$ cat src/hw/mboxClkPkg.sv
package mboxClkPkg;

  // Field widths with a meaning of their own
  typedef logic [2:0] diagSel_t;
  // EBUS bits 30 to 35
  typedef logic [5:0] ebusData_t;
  typedef logic [7:0] burstCount_t;
  // Pulse period is 2**rateSel cycles
  typedef logic [1:0] rateSel_t;

  // Diagnostic function classes 00x, 04x and 10x
  typedef enum logic [1:0] {
    ctlFunc  = 2'd0,
    ldFunc   = 2'd1,
    readFunc = 2'd2
  } diagClass_e;

  typedef enum logic [1:0] {
    gateStopped = 2'd0,
    gateRunning = 2'd1,
    gateBurst   = 2'd2,
    gateStep    = 2'd3
  } gateState_e;

  typedef struct packed {
    diagClass_e cmdClass;
    diagSel_t   sel;
    ebusData_t  data;
  } diagCmd_s;

  // One-cycle function strobes out of the decoder
  typedef struct packed {
    logic stop;
    logic start;
    logic singleStep;
    logic burst;
    logic setReset;
    logic clrReset;
    logic ldBurstLo;
    logic ldBurstHi;
    logic ldRate;
    logic ldDisable;
  } funcStrobe_s;

  typedef struct packed {
    logic        mrReset;
    logic        runActive;
    logic        burstActive;
    rateSel_t    rateSel;
    logic        crmDis;
    logic        edpDis;
    logic        ctlDis;
    burstCount_t burstCount;
  } clkStatus_s;

  // Control function codes, class 00x
  localparam diagSel_t ctlStop       = 3'b000;
  localparam diagSel_t ctlStart      = 3'b001;
  localparam diagSel_t ctlSingleStep = 3'b010;
  localparam diagSel_t ctlBurst      = 3'b101;
  localparam diagSel_t ctlSetReset   = 3'b111;
  localparam diagSel_t ctlClrReset   = 3'b110;

  // Load function codes, class 04x
  localparam diagSel_t ldBurstLoSel = 3'd2;
  localparam diagSel_t ldBurstHiSel = 3'd3;
  localparam diagSel_t ldRateSel    = 3'd4;
  localparam diagSel_t ldDisableSel = 3'd5;

endpackage

$ cat src/hw/burstCounter.sv
`timescale 1ns/1ns

module burstCounter import mboxClkPkg::*; (
  input  logic        MBOX_CLK,
  input  logic        CLK,
  input  funcStrobe_s strobe,
  input  ebusData_t   ldData,
  input  logic        pulse,
  output burstCount_t burstCount,
  output logic        burstZero
);

  assign burstZero = burstCount == '0;

  // Nibble loads take priority over the count
  always_ff @(posedge MBOX_CLK or posedge CLK) begin
    if (CLK) begin
      burstCount <= '0;
    end else if (strobe.ldBurstLo) begin
      // Function 042
      burstCount[3:0] <= ldData[3:0];
    end else if (strobe.ldBurstHi) begin
      // Function 043
      burstCount[7:4] <= ldData[3:0];
    end else if (pulse && !burstZero) begin
      // One down per issued pulse, holds at zero
      burstCount <= burstCount - 8'd1;
    end
  end

endmodule

$ cat src/hw/clkConfigRegs.sv
`timescale 1ns/1ns

module clkConfigRegs import mboxClkPkg::*; (
  input  logic        MBOX_CLK,
  input  logic        CLK,
  input  funcStrobe_s strobe,
  input  ebusData_t   ldData,
  output rateSel_t    rateSel,
  output logic        crmDis,
  output logic        edpDis,
  output logic        ctlDis
);

  // Function 044, rate in the low two data bits
  always_ff @(posedge MBOX_CLK or posedge CLK) begin
    if (CLK) begin
      rateSel <= '0;
    end else if (strobe.ldRate) begin
      rateSel <= ldData[1:0];
    end
  end

  // Function 045, one disable per EBOX clock group
  always_ff @(posedge MBOX_CLK or posedge CLK) begin
    if (CLK) begin
      crmDis <= 1'b0;
      edpDis <= 1'b0;
      ctlDis <= 1'b0;
    end else if (strobe.ldDisable) begin
      // CRAM group
      crmDis <= ldData[2];
      // EDP group
      edpDis <= ldData[1];
      // CTL group
      ctlDis <= ldData[0];
    end
  end

endmodule

$ cat src/hw/diagFuncDecoder.sv
`timescale 1ns/1ns

module diagFuncDecoder import mboxClkPkg::*; (
  input  logic        MBOX_CLK,
  input  logic        CLK,
  input  diagCmd_s    cmd,
  input  logic        cmdValid,
  output logic        cmdReady,
  input  logic        rspBusy,
  output funcStrobe_s strobe,
  output ebusData_t   ldData,
  output logic        readReq,
  output diagSel_t    readSel
);

  logic        accept;
  funcStrobe_s nextStrobe;

  // Hold off while a read is in flight or its word is unconsumed
  assign cmdReady = ~(rspBusy | readReq);
  assign accept   = cmdValid & cmdReady;

  always_comb begin
    nextStrobe = '0;
    if (accept && cmd.cmdClass == ctlFunc) begin
      // EBOX SS and cond SS (011, 100) fall through
      case (cmd.sel)
        ctlStop:       nextStrobe.stop       = 1'b1;
        ctlStart:      nextStrobe.start      = 1'b1;
        ctlSingleStep: nextStrobe.singleStep = 1'b1;
        ctlBurst:      nextStrobe.burst      = 1'b1;
        ctlSetReset:   nextStrobe.setReset   = 1'b1;
        ctlClrReset:   nextStrobe.clrReset   = 1'b1;
        default:       nextStrobe            = '0;
      endcase
    end else if (accept && cmd.cmdClass == ldFunc) begin
      // 040, 041, 046, 047 accepted, no effect
      case (cmd.sel)
        ldBurstLoSel: nextStrobe.ldBurstLo = 1'b1;
        ldBurstHiSel: nextStrobe.ldBurstHi = 1'b1;
        ldRateSel:    nextStrobe.ldRate    = 1'b1;
        ldDisableSel: nextStrobe.ldDisable = 1'b1;
        default:      nextStrobe           = '0;
      endcase
    end
  end

  // Strobes last exactly one cycle
  always_ff @(posedge MBOX_CLK or posedge CLK) begin
    if (CLK) begin
      strobe  <= '0;
      readReq <= 1'b0;
    end else begin
      strobe  <= nextStrobe;
      readReq <= accept && cmd.cmdClass == readFunc;
    end
  end

  // Payload follows the accepted command
  always_ff @(posedge MBOX_CLK) begin
    if (accept) begin
      ldData  <= cmd.data;
      readSel <= cmd.sel;
    end
  end

endmodule

$ cat src/hw/diagReadback.sv
`timescale 1ns/1ns

module diagReadback import mboxClkPkg::*; (
  input  logic       MBOX_CLK,
  input  logic       CLK,
  input  logic       readReq,
  input  diagSel_t   readSel,
  input  clkStatus_s status,
  output ebusData_t  rspData,
  output logic       rspValid,
  input  logic       rspReady
);

  ebusData_t statusWord;

  // Status map on EBUS bits 30..35
  always_comb begin
    case (readSel)
      3'd0: statusWord = {status.mrReset, status.burstActive,
                          status.runActive, 1'b0, status.rateSel};
      // Count MSBs
      3'd1: statusWord = status.burstCount[7:2];
      // Count LSBs, then group disables
      3'd2: statusWord = {status.burstCount[1:0], 1'b0,
                          status.crmDis, status.edpDis, status.ctlDis};
      default: statusWord = '0;
    endcase
  end

  // Valid holds until the response transfers
  always_ff @(posedge MBOX_CLK or posedge CLK) begin
    if (CLK) begin
      rspValid <= 1'b0;
    end else if (readReq) begin
      rspValid <= 1'b1;
    end else if (rspValid && rspReady) begin
      rspValid <= 1'b0;
    end
  end

  // Word sampled once per read, stable while held
  always_ff @(posedge MBOX_CLK) begin
    if (readReq) begin
      rspData <= statusWord;
    end
  end

endmodule

$ cat src/hw/eboxClkGate.sv
`timescale 1ns/1ns

module eboxClkGate import mboxClkPkg::*; (
  input  logic        MBOX_CLK,
  input  logic        CLK,
  input  funcStrobe_s strobe,
  input  rateSel_t    rateSel,
  input  logic        crmDis,
  input  logic        edpDis,
  input  logic        ctlDis,
  input  logic        burstZero,
  output logic        pulse,
  output logic        crmClkEn,
  output logic        edpClkEn,
  output logic        ctlClkEn,
  output logic        runActive,
  output logic        burstActive,
  output logic        mrReset
);

  gateState_e state;
  logic [2:0] divCnt;
  logic [2:0] divMask;
  logic       tick;
  logic       goStrobe;

  // Period 2**rateSel, tick when masked bits are zero
  assign divMask  = 3'((4'd1 << rateSel) - 4'd1);
  assign tick     = (divCnt & divMask) == 3'd0;
  assign goStrobe = strobe.start | strobe.singleStep | strobe.burst;

  // No burst pulse once the count has run out
  always_comb begin
    case (state)
      gateRunning: pulse = tick;
      gateStep:    pulse = tick;
      gateBurst:   pulse = tick & ~burstZero;
      default:     pulse = 1'b0;
    endcase
  end

  assign crmClkEn    = pulse & ~crmDis;
  assign edpClkEn    = pulse & ~edpDis;
  assign ctlClkEn    = pulse & ~ctlDis;
  assign runActive   = state == gateRunning;
  assign burstActive = state == gateBurst;

  // Divider restarts so the first pulse follows the strobe directly
  always_ff @(posedge MBOX_CLK or posedge CLK) begin
    if (CLK) begin
      divCnt <= '0;
    end else if (goStrobe) begin
      divCnt <= '0;
    end else begin
      divCnt <= divCnt + 3'd1;
    end
  end

  always_ff @(posedge MBOX_CLK or posedge CLK) begin
    if (CLK) begin
      state <= gateStopped;
    end else if (strobe.stop) begin
      state <= gateStopped;
    end else if (strobe.start) begin
      state <= gateRunning;
    end else if (strobe.singleStep) begin
      state <= gateStep;
    end else if (strobe.burst && !burstZero) begin
      state <= gateBurst;
    end else if (state == gateStep && pulse) begin
      // One pulse and done
      state <= gateStopped;
    end else if (state == gateBurst && burstZero) begin
      state <= gateStopped;
    end
  end

  // MR RESET, set at power-up
  always_ff @(posedge MBOX_CLK or posedge CLK) begin
    if (CLK) begin
      mrReset <= 1'b1;
    end else if (strobe.setReset) begin
      mrReset <= 1'b1;
    end else if (strobe.clrReset) begin
      mrReset <= 1'b0;
    end
  end

endmodule

$ cat src/hw/mboxClkTop.sv
`timescale 1ns/1ns

module mboxClkTop import mboxClkPkg::*; (
  input  logic      MBOX_CLK,
  input  logic      CLK,
  input  diagCmd_s  cmd,
  input  logic      cmdValid,
  output logic      cmdReady,
  output ebusData_t rspData,
  output logic      rspValid,
  input  logic      rspReady,
  output logic      crmClkEn,
  output logic      edpClkEn,
  output logic      ctlClkEn,
  output logic      mrReset
);

  funcStrobe_s strobe;
  ebusData_t   ldData;
  logic        readReq;
  diagSel_t    readSel;
  logic        pulse;
  logic        burstZero;
  // Each block drives its own fields
  wire clkStatus_s status;

  assign status.mrReset = mrReset;

  diagFuncDecoder decoder (
    .MBOX_CLK (MBOX_CLK),
    .CLK      (CLK),
    .cmd      (cmd),
    .cmdValid (cmdValid),
    .cmdReady (cmdReady),
    .rspBusy  (rspValid),
    .strobe   (strobe),
    .ldData   (ldData),
    .readReq  (readReq),
    .readSel  (readSel)
  );

  clkConfigRegs configRegs (
    .MBOX_CLK (MBOX_CLK),
    .CLK      (CLK),
    .strobe   (strobe),
    .ldData   (ldData),
    .rateSel  (status.rateSel),
    .crmDis   (status.crmDis),
    .edpDis   (status.edpDis),
    .ctlDis   (status.ctlDis)
  );

  burstCounter counter (
    .MBOX_CLK   (MBOX_CLK),
    .CLK        (CLK),
    .strobe     (strobe),
    .ldData     (ldData),
    .pulse      (pulse),
    .burstCount (status.burstCount),
    .burstZero  (burstZero)
  );

  eboxClkGate gate (
    .MBOX_CLK    (MBOX_CLK),
    .CLK         (CLK),
    .strobe      (strobe),
    .rateSel     (status.rateSel),
    .crmDis      (status.crmDis),
    .edpDis      (status.edpDis),
    .ctlDis      (status.ctlDis),
    .burstZero   (burstZero),
    .pulse       (pulse),
    .crmClkEn    (crmClkEn),
    .edpClkEn    (edpClkEn),
    .ctlClkEn    (ctlClkEn),
    .runActive   (status.runActive),
    .burstActive (status.burstActive),
    .mrReset     (mrReset)
  );

  diagReadback readback (
    .MBOX_CLK (MBOX_CLK),
    .CLK      (CLK),
    .readReq  (readReq),
    .readSel  (readSel),
    .status   (status),
    .rspData  (rspData),
    .rspValid (rspValid),
    .rspReady (rspReady)
  );

endmodule

$ cat config.mk
export PLATFORM = sky130hd
export DESIGN_NAME = mboxClkTop
export DESIGN_NICKNAME = d
export VERILOG_FILES = /design/src/hw/mboxClkPkg.sv /design/src/hw/burstCounter.sv /design/src/hw/clkConfigRegs.sv /design/src/hw/diagFuncDecoder.sv /design/src/hw/diagReadback.sv /design/src/hw/eboxClkGate.sv /design/src/hw/mboxClkTop.sv
export SDC_FILE = /design/constraint.sdc
export NUM_CORES = 1
export LEC_CHECK = 0
export BUFFER_PORTS_ARGS = -buffer_cell sky130_fd_sc_hd__buf_2
export CAP_MARGIN = 20
export CORE_MARGIN = 8
export CORE_UTILIZATION = 50
export CTS_BUF_LIST = sky130_fd_sc_hd__clkbuf_16
export DETAILED_ROUTE_END_ITERATION = 6
export GPL_ROUTABILITY_DRIVEN = 0
export PLACE_DENSITY = 0.73
export SYNTH_ARGS = -nofsm -noshare
export SYNTH_HDL_FRONTEND = slang
export SYNTH_SLANG_ARGS = --single-unit
$ cat constraint.sdc
create_clock -name MBOX_CLK -period 1.57 [get_ports MBOX_CLK]
set_input_delay 0.0785 -clock MBOX_CLK [delete_from_list [all_inputs] [get_ports MBOX_CLK]]
set_output_delay 0.0785 -clock MBOX_CLK [all_outputs]
set_load 0.05 [all_outputs]
* After elaboration in Yosys (flattened, before gate mapping)
Index checks and enable logic that the tools add are counted.
** Operators by class
- Add/sub/neg operators :: 3
- Equal/unequal tests :: 15
- Shifts and indexed selects :: 1
- Multiplexer cells :: 27
- Bitwise logic cells :: 15
- Reductions and logical operators :: 22
** Operators by type and width (count)
- $pmux W6 S3 :: 1
- $mux W4 :: 4
- $eq A3 B3 Y1 const B :: 4
- $mux W1 :: 12
- $mux W2 :: 6
- $mux W10 :: 1
- $eq A3 B2 Y1 const B :: 3
- $logic_not A3 Y1 :: 3
- $logic_and A1 B1 Y1 :: 8
- $logic_not A8 Y1 :: 1
- $mux W8 :: 1
- $reduce_bool A2 Y1 :: 4
- $sub A8 B1 Y8 const B :: 1
- $eq A2 B2 Y1 const B :: 3
- $eq A3 B1 Y1 const B :: 2
- $not A1 Y1 :: 6
- $reduce_bool A6 Y1 :: 1
- $and A1 B1 Y1 :: 5
- $eq A2 B1 Y1 const B :: 2
- $reduce_and A2 Y1 :: 2
- $add A3 B1 Y3 const B :: 1
- $and A3 B3 Y3 :: 1
- $mux W3 :: 1
- $or A1 B1 Y1 :: 3
- 7 further kinds :: 7
** Storage, ports and cells
- Register bits :: 44
- Input bits :: 15
- Output and inout port bits :: 12
- Logic and storage cells :: 107

* Logic depth before layout (Yosys ltp)
- Depth after elaboration :: 12
- Mapped depth :: 6

* Cells and area by module
Synthesis repeated with hierarchy kept, for this count alone.
** Second synthesis, totals
- Cell total of the unflattened synthesis :: 185
- Area, all modules :: 2195.9 sq um
** Modules (own cells, without submodules)
- diagFuncDecoder :: instances 1, cells each 42, area each 690.7 sq um, seq. area each 545.5 sq um
- burstCounter :: instances 1, cells each 63, area each 586.8 sq um, seq. area each 200.2 sq um
- diagReadback :: instances 1, cells each 33, area each 402.9 sq um, seq. area each 205.2 sq um
- eboxClkGate :: instances 1, cells each 36, area each 330.3 sq um, seq. area each 151.4 sq um
- clkConfigRegs :: instances 1, cells each 11, area each 185.2 sq um, seq. area each 125.1 sq um

* Worst setup path after synthesis
No wires, ideal clock.
- Path type :: register to output
- From :: reg counter.burstCount[0]
- To :: out crmClkEn
- Arrival time :: 1.796 ns
- Data required time :: 1.492 ns
- Setup slack :: -0.304 ns
- Cell stages (with the launch flop) :: 7
- Path buffers :: 0
- Cell sequence :: dfrtp_1 > inv_1 > ha_1 > nor3b_2 > a21boi_0 > o21ai_0 > nor2_1
** On the way
- Longest elaborated chain between the ends :: 5
** RTL lines
- start: declaration :: line burstCounter.sv:9 : output burstCount_t burstCount,
- start signal: assignment :: line burstCounter.sv:21 : burstCount[3:0] <= ldData[3:0];
- start signal: assignment :: line burstCounter.sv:27 : burstCount <= burstCount - 8'd1;
- $logic_not A8 Y1 :: line burstCounter.sv:13 : assign burstZero = burstCount == '0;
- $not A1 Y1 :: line eboxClkGate.sv:37 : gateBurst: pulse = tick & ~burstZero;
- $and A1 B1 Y1 :: line eboxClkGate.sv:37
- $pmux W1 S2 :: line eboxClkGate.sv:34 : case (state)
- $and A1 B1 Y1 :: line eboxClkGate.sv:42 : assign crmClkEn = pulse & ~crmDis;
- end: declaration :: line mboxClkTop.sv:12 : output logic crmClkEn,
No other way between the ends.

* Worst setup path in the final report
- From :: reg counter.burstCount[0]
- To :: out edpClkEn
** On the way
- Longest elaborated chain between the ends :: 5
** RTL lines
- $logic_not A8 Y1 :: line burstCounter.sv:13
- $not A1 Y1 :: line eboxClkGate.sv:37
- $and A1 B1 Y1 :: line eboxClkGate.sv:37
- $pmux W1 S2 :: line eboxClkGate.sv:34
- $and A1 B1 Y1 :: line eboxClkGate.sv:43 : assign edpClkEn = pulse & ~edpDis;
- end: declaration :: line mboxClkTop.sv:13 : output logic edpClkEn,
No other way between the ends.

==> out/qor_table.md <==
| Parameter | Value | Unit |
|---|---|---|
| Total number of clock tree sinks | 44 | - |
| Overall global routing resource usage | 17.0 | % |
| Die height | 80.3 | µm |
| Final-layout setup total negative slack | -1570 | ps |
| Synth top cells by count | sky130_fd_sc_hd__dfrtp_1, sky130_fd_sc_hd__nor2_1, sky130_fd_sc_hd__edfxtp_1, sky130_fd_sc_hd__inv_1, sky130_fd_sc_hd__nor3_1 | - |
| DR DRC count | 0 | - |
| Wire length per cell after detailed routing | 17.5 | µm |
| NumNets Final | 260 | - |
| Cell variety after synth | 47 | - |
| Clk slew on worst S/H paths | 60 | ps |
| Number of pins exceeding their max-slew limit in the final report | 0 | - |
| Avg Inst Size Synth | 11.1 | µm² |
| Critical path arrival | 1700 | ps |
| Class of the most critical setup path | reg2out | - |
| Type of element capturing the critical path | output pin | - |
| Maximum number of pins on one net before global-route repair | 32 | - |
| Grt ovf | 0 | - |
| Max rail drop VDD | 0.950 | mV |
| Cell-by-cell listing of the critical path | inv_2, ha_4, nor3b_4, a21boi_2, o21ai_2, buf_6, nor2_4, buf_8 | - |
| Static power due to leakage | 0.00122 | µW |
| HPWL Detailed | 3.51 | mm |
| Area of the die | 6450 | µm² |
| CP max FO | 3 | - |
| Top area cells in the synthesized netlist | sky130_fd_sc_hd__dfrtp_1, sky130_fd_sc_hd__edfxtp_1, sky130_fd_sc_hd__nor2_1 | - |
| IO buf count | 24 | - |
| Violated checks | negative setup slack | - |
| Run status | finished with violations | - |
| Cell with the most instances after synthesis | sky130_fd_sc_hd__dfrtp_1 | - |
| Number of diodes | 0 | - |
| Total nets after synthesis | 204 | - |
| # IOs | 27 | - |
| Clock share of power | 24.1 | % |
| Number of buffers created by CTS | 5 | - |
| Total length of routed wires | 5.15 | mm |
| Final core occ | 69.8 | % |
| Proportion of synthesized chip area in sequential cells | 56.5 | % |
| Via count of the first global-routing pass | 1813 | - |
| Sw Ratio | 35.9 | % |
| Slowest cell on the critical path | sky130_fd_sc_hd__dfrtp_1 | - |
| Final setup slack of the worst path | -208 | ps |
| Fraction of post-synthesis cell area in the top cell type by area | 36.3 | % |
| Signed area change from the synthesized netlist to the final layout | 35.0 | % |
| Async set-or-reset flop fraction in the synthesized netlist | 70.5 | % |
| Max-capacitance violation count | 0 | - |
| Critical Path Max Stage Delay | 390 | ps |
| Power spent charging and discharging nets | 1750 | µW |
| Share of post-route cells with drive strength above 1 | 36.5 | % |
| Flip-flop and latch count after synthesis | 44 | - |
| Cell type contributing the most total cell area after synthesis | sky130_fd_sc_hd__dfrtp_1 | - |
| RSZ-0062 raised after global routing | true | - |
| Tightest Hold Check Type | in2reg | - |
| Vias after detailed routing | 1723 | - |
| Worst-case register-to-register setup slack | -200 | ps |
| Clk Tree Root Cell | sky130_fd_sc_hd__clkbuf_16 | - |
| Measured slew at the worst slew-check pin | 621 | ps |
| Fill cell total of the finished layout | 269 | - |
| Global-route wire length before repair | 8.43 | mm |
| Starting density of the core | 51.7 | % |
| First-pass iteration count of the detailed router | 4 | - |
| H-tree lvl count | 2 | - |
| Violation count after the first detailed-routing iteration | 90 | - |
| Initial antenna violation count | 0 | - |
| Max frequency | 562 | MHz |
| Relative contribution of combinational cells to total power | 42.3 | % |
| Crit start category | register | - |
| Max transition margin | 58.6 | % |
| Count of antenna-violating nets left after detailed routing | 0 | - |
| Relative contribution of sequential cells to total power | 33.7 | % |
| Final worst clock skew | 4.29 | ps |
| CTS tree | done | - |
| Count of mapped cells out of synthesis | 187 | - |
| Count of flip-flops with a built-in enable after synthesis | 13 | - |
| Maximum root-to-sink buffer count | 2 | - |
| Power Density | 1750 | nW/µm² |
| Number of hold-slack violations in the final timing report | 0 | - |
| Synthesized area | 2070 | µm² |
| Mean number of vias per cell | 5.86 | - |
| Clock insertion delay at the later pin of the skew report | 280 | ps |
| Final critical-path share of the clock period | 113 | % |
| Total of endpoints with negative setup slack in the final report | 12 | - |
| Placeable core region | 4000 | µm² |
| X dimension of the die | 80.3 | µm |
| Min Clock Period, post-route | 1780 | ps |
| Number of warnings issued by yosys | 0 | - |
| Dominant register cell in the synthesized netlist | sky130_fd_sc_hd__dfrtp_1 | - |
| Int Power | 3130 | µW |
| Number of placement rows | 23 | - |
| Power after layout | 4890 | µW |
| Critical path data required time | 1490 | ps |
==> critical path, delay by kind of cell, from the launching register on <==
family / cells / cell delay [ps]
buffers and inverters: 3 / 380
AOI/OAI and AO/OA: 2 / 250
adders and majority gates: 1 / 130
and+or+nand+nor: 2 / 250
DFF: 1 / 390
==> stage by stage <==
| step | hold WS [ps] | instance area [µm²] | instances | setup WS [ps] |
|---|---|---|---|---|
| after floorplan | 149 | 2110 | 187 | -60.6 |
| after global placement | 166 | 2410 | 275 | -62.0 |
| after CTS | 13.6 | 2720 | 291 | -220 |
| final | 9.32 | 2790 | 294 | -208 |
| after detailed placement | 170 | 2410 | 275 | -116 |
| after global routing | 38.5 | 2790 | 294 | -295 |
==> flip-flops by register name (all words and copies together) (netlist names) <==
register,count
configRegs.crmDis,1
gate.divCnt,3
decoder.ldData,4
gate.state,2
configRegs.rateSel,2
counter.burstCount,8
readback.rspValid,1
decoder.readSel,3
decoder.readReq,1
configRegs.edpDis,1
configRegs.ctlDis,1
gate.mrReset,1
decoder.strobe,10
readback.rspData,6
==> power by group through the flow <==
stage                     Clock (µW)  Sequential, µW  Combinational, µW
after global placement             0            1640               1630
after floorplan                    0            1710               1020
after CTS                       1180            1640               1900
after global routing            1230            1670               2230
final                           1180            1650               2070
after detailed placement           0            1660               1690
==> metal layers <==
layer | share of wire [%] | global-route usage (%) | routed length [µm]
met1 | 41 | 19.8 | 2120
met2 | 52 | 28.9 | 2660
met3 | 4.2 | 4.58 | 214
met4 | 2.9 | 7.09 | 150
met5 | 0 | 0 | 0
==> repair_timing <==
item	4_1_cts	5_1_grt
buffers inserted	3	4
hold buffers	5	0
pin swaps	10	8
endpoints found under the hold margin	34	0
resized for setup	16	12
endpoints found under the setup margin	11	14
==> cells in the final DEF, fill, tap and decap left out, types with 4 or more instances in the layout <==
| cell | n |
|---|---|
| sky130_fd_sc_hd__nand2_1 | 8 |
| sky130_fd_sc_hd__dlygate4sd3_1 | 5 |
| sky130_fd_sc_hd__inv_1 | 9 |
| sky130_fd_sc_hd__nor3_1 | 10 |
| sky130_fd_sc_hd__mux2_2 | 5 |
| sky130_fd_sc_hd__buf_4 | 20 |
| sky130_fd_sc_hd__nand4_1 | 5 |
| sky130_fd_sc_hd__edfxtp_1 | 13 |
| sky130_fd_sc_hd__clkbuf_16 | 5 |
| sky130_fd_sc_hd__buf_2 | 21 |
| sky130_fd_sc_hd__dfrtp_1 | 29 |
| sky130_fd_sc_hd__nor2_1 | 22 |
| sky130_fd_sc_hd__nand3_1 | 6 |
| sky130_fd_sc_hd__a22oi_1 | 4 |
| sky130_fd_sc_hd__a21oi_1 | 8 |
| sky130_fd_sc_hd__buf_6 | 6 |
==> cell type report <==
class / count / area, µm² / share of cell area, %
flip-flops and latches: 44 / 1170 / 41.9
multi-input cells: 127 / 947 / 33.9
well taps: 50 / 62.6 / 2.24
inverters: 11 / 41.3 / 1.48
clock buffers: 5 / 125 / 4.48
clock inverters: 3 / 42.5 / 1.52
repair buffers: 54 / 403 / 14.4
==> cell families after synthesis <==
| logic type | share of synthesized area, % |
|---|---|
| simple gates | 20.3 |
| flops | 56.5 |
| compound gates | 14.5 |
| buf+inv | 2.97 |
| mux | 4.18 |
| fa+ha+maj | 1.21 |
| xor+xnor | 0.424 |
==> final timing paths <==
check,from,to,cells past startpoint
worst max-delay path,counter.burstCount[0]$_DFFE_PP0P_,edpClkEn,8
max in group asynchronous,CLK,gate.mrReset$_DFFE_PP1P_,4
worst min-delay path,cmd[9],decoder.readReq$_DFF_PP0_,2
min in group asynchronous,CLK,configRegs.crmDis$_DFFE_PP0P_,4
worst max register to register,counter.burstCount[0]$_DFFE_PP0P_,gate.state[0]$_DFFE_PP0P_,9
worst min register to register,decoder.strobe[9]$_DFF_PP0_,gate.state[0]$_DFFE_PP0P_,1
No activity file was read; power rests on OpenSTA's default activity.
